`config.mk`:
```
export PLATFORM = sky130hd
export DESIGN_NAME = weight_buffer
export DESIGN_NICKNAME = d
export VERILOG_FILES = /design/src/hw/stream_pkg.sv /design/src/hw/weight_buffer.sv
export SDC_FILE = /design/constraint.sdc
export NUM_CORES = 1
export LEC_CHECK = 0
export ABC_AREA = 1
export BUFFER_PORTS_ARGS = -buffer_cell sky130_fd_sc_hd__buf_4
export CORE_AREA = 2 2 253 255
export DETAILED_ROUTE_END_ITERATION = 12
export DIE_AREA = 0 0 255 257
export HOLD_SLACK_MARGIN = 0.1
export PLACE_DENSITY = 0.6
export SLEW_MARGIN = 0
export SYNTH_ARGS = -nofsm -noshare
export SYNTH_HDL_FRONTEND = slang
export SYNTH_SLANG_ARGS = --single-unit
```
`constraint.sdc`:
```
create_clock -name aclk -period 1.64 [get_ports aclk]
set_input_delay 0.41 -clock aclk [delete_from_list [all_inputs] [get_ports aclk]]
set_output_delay 0.41 -clock aclk [all_outputs]
set_load 0.01 [all_outputs]
```
`src/hw/stream_pkg.sv`:
```
package stream_pkg;

    // ~~~~~~~~~~ beat geometry ~~~~~~~~~~

    localparam int LANE_W      = 64;                    // one tap word
    localparam int CH_PER_LANE = 4;                     // channels in a tap word
    localparam int CH_W        = LANE_W / CH_PER_LANE;  // bits per channel

    // channel 0 sits in the low bits, channel 3 at the top
    typedef logic [LANE_W-1:0] lane_t;

endpackage

```
`src/hw/weight_buffer.sv`:
```
`timescale 1ns/100ps

module weight_buffer #(
    parameter int N_TAPS = 9
)
(
    input  logic                                aclk,
    input  logic                                rst_n,
    input  stream_pkg::lane_t                   s_axis_w_tdata,
    input  logic                                s_axis_w_tvalid,
    input  logic                                s_axis_w_tlast,
    input  logic                                frame_open,
    output logic                                s_axis_w_tready,
    output logic [N_TAPS*stream_pkg::LANE_W-1:0] weight_taps,
    output logic                                weights_valid,
    output logic                                weights_busy
);

    localparam int IDX_W = (N_TAPS > 1) ? $clog2(N_TAPS) : 1;

    stream_pkg::lane_t taps [N_TAPS];
    logic [IDX_W-1:0]  tap_idx;
    logic              w_fire;
    logic              frame_end;

    assign s_axis_w_tready = ~frame_open;                 // no reload inside an input frame
    assign w_fire          = s_axis_w_tvalid & s_axis_w_tready;
    assign frame_end       = s_axis_w_tlast | (tap_idx == IDX_W'(N_TAPS - 1));
    assign weights_busy    = (tap_idx != '0);

    // ~~~~~~~~~~ write index ~~~~~~~~~~

    always_ff @(posedge aclk)
    begin
        if (!rst_n)
        begin
            tap_idx       <= '0;
            weights_valid <= 1'b0;
        end
        else if (w_fire)
        begin
            if (frame_end)
            begin
                tap_idx       <= '0;
                weights_valid <= 1'b1;                    // sticky once a frame lands
            end
            else
            begin
                tap_idx <= tap_idx + 1'b1;
            end
        end
    end

    // ~~~~~~~~~~ tap storage ~~~~~~~~~~

    always_ff @(posedge aclk)
    begin
        if (!rst_n)
        begin
            taps <= '{default: '0};                       // taps start at zero
        end
        else if (w_fire)
        begin
            taps[tap_idx] <= s_axis_w_tdata;              // short frames leave the rest alone
        end
    end

    for (genvar t = 0; t < N_TAPS; t++)
    begin : g_flat
        assign weight_taps[t*stream_pkg::LANE_W +: stream_pkg::LANE_W] = taps[t];
    end

endmodule

```
* After elaboration in Yosys (flattened, before gate mapping)
Index checks and enable logic that the tools add are counted.
** Cells by class
- Magnitude comparators :: 2
- $mul :: 0
- Shift operators :: 0
- $add $sub $neg :: 1
- Div/mod/pow operators :: 0
- Reductions and logical operators :: 3
- Equality and inequality tests :: 1
- Bitwise logic cells :: 4
- Muxes and demuxes :: 4
** Operators with widths (count)
- 576-bit bitwise mux :: 1
- 64-bit demux with 4-bit select :: 1
- 64-bit two-way mux :: 1
- 5-bit >= comparator (second input constant) :: 1
- 5-bit by 1-bit < comparator with 1-bit output (second input constant) :: 1
- 4-bit NOT with 5-bit output :: 1
- 4-bit by 1-bit adder with 4-bit output (second input constant) :: 1
- 4-bit == test (second input constant) :: 1
- 4-bit two-way mux :: 1
- 4-bit nonzero test :: 1
- 2-bit AND reduction :: 1
- 1-bit bitwise AND :: 1
- 1-bit logical AND :: 1
- 1-bit NOT :: 1
- 1-bit bitwise OR :: 1
** Word-level totals
- Memories kept :: 0
- ROM bits :: 0
- RAM bits :: 0
- Output and inout port bits :: 579
- Bits in latches :: 0
- Bits of input ports :: 69
- Register bits :: 581

* Depth between registers and ports, before layout
- Depth after elaboration :: 6
- Gate-level depth with buffers :: 9
- Depth with buffers taken out :: 8

* Worst setup path after synthesis
OpenSTA, ideal clock, no wires.
- Path type :: register to register
- Start :: register tap_idx[0]
- End :: register taps (netlist bit weight_taps[0])
- Period minus slack after synthesis :: 1410 ps
- Setup slack :: 230 ps
- Arrival :: 1297 ps
- Cell stages (with the launch flop) :: 10
- Path through :: dfxtp_1 > inv_1 > ha_1 > nand3_1 > nor2_1 > buf_4 > buf_2 > nand2_1 > nand2_1 > nor2_1
** On the way
- Longest elaborated chain between the ends :: 6
- Elaborated cells between the ends (all ways) :: 7
- Classes of those cells :: order compare: 2; mux: 3; bitwise: 1; reduce/logical: 1
** Ends and longest elaborated chain
- start, declared :: line weight_buffer.sv:22 : logic [IDX_W-1:0] tap_idx;
- start signal, assigned :: line weight_buffer.sv:49 : tap_idx <= tap_idx + 1'b1;
- 4-bit NOT with 5-bit output (not written as such) * :: line weight_buffer.sv:64 : taps[tap_idx] <= s_axis_w_tdata;
- 5-bit >= comparator (not written as such) or 5-bit by 1-bit < comparator with 1-bit output (tied branches) :: line weight_buffer.sv:64
- 1-bit logical AND (not written as such) :: line weight_buffer.sv:64
- 64-bit two-way mux (not written as such) :: line weight_buffer.sv:64
- 64-bit demux with 4-bit select * :: line weight_buffer.sv:64
- 576-bit bitwise mux * :: line weight_buffer.sv:64
- end signal, assigned by index :: line weight_buffer.sv:64
- end, declared :: line weight_buffer.sv:21 : stream_pkg::lane_t taps [N_TAPS];
Every way passes the cells marked *; elsewhere a longest branch is shown, timed or not.
A chain may end at the register's enable or synchronous reset.

* Worst setup path after layout
- Start :: register tap_idx[0]
- End :: output weights_busy
** On the way
- Longest elaborated chain between the ends :: 1
** Ends and longest elaborated chain
- 4-bit nonzero test :: line weight_buffer.sv:29 : assign weights_busy = (tap_idx != '0);
- end, declared :: line weight_buffer.sv:16 : output logic weights_busy
No other way between the ends.

==> report_table.html <==
<table>
<tr><th>Metric</th><th>Value</th></tr>
<tr><th colspan="2">Synthesis</th></tr>
<tr><td>Post-synthesis share of cell area spent on and, or, nand and nor gates</td><td>0.403</td></tr>
<tr><td>Netlist area before placement</td><td>21800 sq um</td></tr>
<tr><td>Register area share after synthesis</td><td>0.533</td></tr>
<tr><td>Number of warnings printed during yosys synthesis</td><td>0</td></tr>
<tr><td>Post-Synthesis Mean Instance Area</td><td>just under 7 sq um</td></tr>
<tr><td>Post-synthesis adder-cell area fraction</td><td>0.00229</td></tr>
<tr><td>Synthesized instance count</td><td>3190</td></tr>
<tr><td>Share of the synthesized area in compound gates (AO/OA/AOI/OAI)</td><td>0.000459</td></tr>
<tr><td>Mux share of post-synthesis cell area</td><td>0</td></tr>
<tr><td>Synthesized Nets</td><td>approximately 3300</td></tr>
<tr><td>Xor/xnor share of the synthesized area</td><td>0.000803</td></tr>
<tr><td>Flops &amp; latches, synth</td><td>roughly 580</td></tr>
<tr><td>Count of cell types in the netlist</td><td>16</td></tr>
<tr><td>Dominant combinational cell family by area after synthesis</td><td>simple AND/OR/NAND/NOR gates</td></tr>
<tr><th colspan="2">Clock network</th></tr>
<tr><td>Clock buffer count from CTS</td><td>61</td></tr>
<tr><td>Maximum root-to-sink buffer count</td><td>3</td></tr>
<tr><td>TritonCTS clock tree</td><td>done</td></tr>
<tr><td>Clock Sink Count</td><td>581</td></tr>
<tr><td>CTS root buf</td><td>sky130_fd_sc_hd__clkbuf_16</td></tr>
<tr><td>Post-CTS clock slew at the launch and capture registers of the worst setup and hold paths</td><td>around 0.060 ns</td></tr>
<tr><td>Clk Latency, worst-skew pair</td><td>~0.63 ns</td></tr>
<tr><td>Number of levels the H-tree was split into</td><td>2</td></tr>
<tr><th colspan="2">Place</th></tr>
<tr><td>Placed cell count</td><td>around 4600</td></tr>
<tr><td>Placed Area</td><td>about 28000 sq um</td></tr>
<tr><td>Post-DP HPWL</td><td>~53000 um</td></tr>
<tr><td>Routability cong.</td><td>around 0.8</td></tr>
<tr><td>Buffers added on ports</td><td>about 650</td></tr>
<tr><th colspan="2">GRT</th></tr>
<tr><td>Gr usage total</td><td>0.220</td></tr>
<tr><td>Pin count of the biggest net entering global routing</td><td>63</td></tr>
<tr><td>Antenna violations before repair</td><td>2</td></tr>
<tr><td>First-pass GRT wire length</td><td>approximately 110000 um</td></tr>
<tr><td>Number of global-route vias before repair</td><td>between 15000 and 20000</td></tr>
<tr><td>Total congestion overflow after global routing</td><td>0</td></tr>
<tr><th colspan="2">Run status</th></tr>
<tr><td>Violations in the final reports</td><td>negative setup slack</td></tr>
<tr><td>Outcome</td><td>finished, violations left</td></tr>
<tr><th colspan="2">Final layout</th></tr>
<tr><td>Fillers</td><td>between 6000 and 7000</td></tr>
<tr><td>Final standard cell count with taps included and fillers excluded</td><td>slightly below 5000</td></tr>
<tr><td>Most frequent standard cell in the layout excluding fill and tap cells</td><td>sky130_fd_sc_hd__nor2_1</td></tr>
<tr><td>Number of antenna diodes</td><td>0</td></tr>
<tr><td>Fraction of final layout cells with drive strength greater than 1</td><td>0.265</td></tr>
<tr><td>Nets</td><td>4021</td></tr>
<tr><td>Final cell area excluding filler cells</td><td>32900 sq um</td></tr>
<tr><td>Most used cells in the layout excluding fill and tap cells</td><td>1149 x sky130_fd_sc_hd__nor2_1, 1109 x sky130_fd_sc_hd__nand2_1, 719 x sky130_fd_sc_hd__buf_4, 578 x sky130_fd_sc_hd__dfxtp_1, 109 x sky130_fd_sc_hd__clkbuf_16</td></tr>
<tr><td>Util after Layout</td><td>0.524</td></tr>
<tr><td>P&amp;R area growth vs syn</td><td>50.6%</td></tr>
<tr><th colspan="2">Timing</th></tr>
<tr><td>Maximum operating frequency</td><td>about 550 MHz</td></tr>
<tr><td>Final slew viol count</td><td>0</td></tr>
<tr><td>Final setup skew</td><td>0.0191 ns</td></tr>
<tr><td>Least-Margin Pin Slew</td><td>~0.48 ns</td></tr>
<tr><td>Unrepaired setup endpoints after global routing</td><td>true</td></tr>
<tr><td>Setup Viol. Count Final</td><td>430</td></tr>
<tr><td>Smallest hold slack</td><td>~0.12 ns</td></tr>
<tr><td>Final worst slack</td><td>-0.172 ns</td></tr>
<tr><td>Time the worst path needs with I/O delays and setup</td><td>roughly 1.8 ns</td></tr>
<tr><td>Count of endpoints failing hold in the final timing report</td><td>0</td></tr>
<tr><td>Worst slew slack as a fraction of its limit</td><td>0.679</td></tr>
<tr><td>Ratio of final minimum period to clock period</td><td>1.10</td></tr>
<tr><th colspan="2">Job</th></tr>
<tr><td>Max Cap Viol</td><td>0</td></tr>
<tr><th colspan="2">Detailed routing</th></tr>
<tr><td>Via count</td><td>22100</td></tr>
<tr><td>Total iterations of the first detailed-routing run</td><td>6</td></tr>
<tr><td>DRC Markers</td><td>0</td></tr>
<tr><td>Remaining number of nets flagged by the antenna check after routing</td><td>0</td></tr>
<tr><td>DRC violation total after the first TritonRoute iteration</td><td>around 1500</td></tr>
<tr><td>Final wirelength</td><td>92700 um</td></tr>
<tr><td>Average wire per cell in the routed design</td><td>between 15 and 20 um</td></tr>
<tr><td>Via density per instance</td><td>between 4 and 5</td></tr>
<tr><th colspan="2">Power</th></tr>
<tr><td>Power per cell area</td><td>939 nW/um^2</td></tr>
<tr><td>Static leakage</td><td>roughly 15 nW</td></tr>
<tr><td>IR drop worst, VDD</td><td>between 0.0007 and 0.0008 V</td></tr>
<tr><th colspan="2">Min path</th></tr>
<tr><td>Worst min-delay path endpoint</td><td>weight_taps[445]</td></tr>
<tr><td>Hold path startpoint</td><td>rst_n</td></tr>
<tr><td>Min-Delay Path Class</td><td>input port to register</td></tr>
<tr><td>Worst hold path depth</td><td>3</td></tr>
<tr><th colspan="2">Floorplanning</th></tr>
<tr><td>Number of ports placed on the die boundary</td><td>between 600 and 700</td></tr>
<tr><td>Core area</td><td>around 63000 sq um</td></tr>
<tr><td>Horizontal extent of the die</td><td>between 200 and 300 um</td></tr>
<tr><td>Die extent in y</td><td>~260 um</td></tr>
<tr><td>Die Area</td><td>~66000 sq um</td></tr>
<tr><td>Starting density of the core</td><td>0.348</td></tr>
<tr><td>Row cnt</td><td>92</td></tr>
<tr><th colspan="2">Setup path</th></tr>
<tr><td>Reg-to-reg endpoint</td><td>weight_taps[36]</td></tr>
<tr><td>Max Fanout on Critical Path</td><td>2</td></tr>
<tr><td>R2r startpoint</td><td>tap_idx[0]</td></tr>
<tr><td>Crit Path Category</td><td>register to output port</td></tr>
<tr><td>Crit. End Element</td><td>output port</td></tr>
<tr><td>Reg2Reg Setup Slack</td><td>-0.15 ns</td></tr>
<tr><td>Arrival time at the worst endpoint</td><td>~1.4 ns</td></tr>
<tr><td>Startpoint type of the worst setup path</td><td>register</td></tr>
<tr><td>Number of cell instances on the worst register-to-register path</td><td>12</td></tr>
<tr><td>Data required time of the critical path</td><td>around 1.2 ns</td></tr>
</table>
[power by group]
part / switching (mW) / total (mW) / internal (mW) / leakage (nW)
registers: 0.118 / 14.4 / 14.3 / 4.69
logic: 1.47 / 2.47 / 1.00 / 9.38
clock network: 5.87 / 14.0 / 8.09 / 0.967
[kinds of logic (layout without fill, tap and decap cells)]
| kind of cell | count (synthesis) | count (layout) |
|---|---|---|
| buffers and inverters | 263 | 1067 |
| flip-flops | 581 | 581 |
| AND/OR/NAND/NOR | 2338 | 2338 |
| XOR/XNOR | 2 | 2 |
| AO/OA/AOI/OAI | 2 | 2 |
| adder cells (fa/ha/maj) | 4 | 4 |
[worst max path at each step]
stage          startpoint  depth (start not counted)  slack [ns]          endpoint
4_1_cts        tap_idx[0]                          4       -0.19      weights_busy
3_5_place_dp   frame_open                          9       -0.07  weight_taps[495]
2_1_floorplan  tap_idx[0]                          9        0.23    weight_taps[0]
3_3_place_gp   frame_open                          9       -0.06  weight_taps[495]
5_1_grt        tap_idx[0]                         12       -0.23   weight_taps[42]
6_report       tap_idx[0]                          4       -0.17      weights_busy
[synthesized netlist by cell type (all sizes together)]
| master | instances | area [sq um] |
|---|---|---|
| buf | 180 | 1020 |
| clkbuf | 10 | 37.5 |
| clkinv | 64 | 240 |
| dfxtp | 581 | 11600 |
| ha | 4 | 50.1 |
| inv | 9 | 33.8 |
| nand2 | 1163 | 4370 |
| nand3 | 8 | 40.0 |
| nor2 | 1167 | 4380 |
| o21ai | 2 | 10.0 |
| xor2 | 2 | 17.5 |
[routing by layer]
metal	vias up	routed length (um)	global-route usage
met4	0	2860	0.0762
met3	151	7950	0.0630
met2	797	43200	0.366
met5	-	0	0
met1	10200	38700	0.269
li1	11000	-	-
[registers in the layout (all words and copies together), names as in the netlist]
signal and cells:
weights_valid 1, tap_idx 4, weight_taps 576
[metrics by stage]
step	total power, mW	setup WS (ns)	setup TNS [ns]
2_1_floorplan	15.8	0.230	0
3_3_place_gp	16.9	-0.0554	-8.97
3_5_place_dp	16.9	-0.0683	-10.74
4_1_cts	30.7	-0.185	-0.513
5_1_grt	31.8	-0.230	-57.76
6_report	30.9	-0.172	-24.07
[layout make-up]
class | count | area, sq um | share of cell area
clock buffer | 95 | 1800 | 0.0547
clock inverter | 14 | 180 | 0.00548
inverter | 73 | 277 | 0.00841
multi-input combinational | 2346 | 9210 | 0.280
sequential | 581 | 11600 | 0.354
tap | 846 | 1060 | 0.0322
timing repair buffer | 885 | 8710 | 0.265
[critical path, cell delays in order (launching register included)]
cell                      delay [ns]
sky130_fd_sc_hd__dfxtp_4        0.36
sky130_fd_sc_hd__inv_4          0.04
sky130_fd_sc_hd__ha_4           0.15
sky130_fd_sc_hd__nand3_2        0.07
sky130_fd_sc_hd__buf_6          0.15
[what timing repair did]
action / 4_1_cts / 5_1_grt
hold buffers: 1 / 0
pin swaps: 3 / 40
gates cloned: 2 / 65
gates resized for setup: 19 / 141
setup endpoints to repair: 12 / 477
endpoints found under the hold margin: 1 / 0
buffers inserted: 8 / 24
No activity file was read; power rests on OpenSTA's default activity.
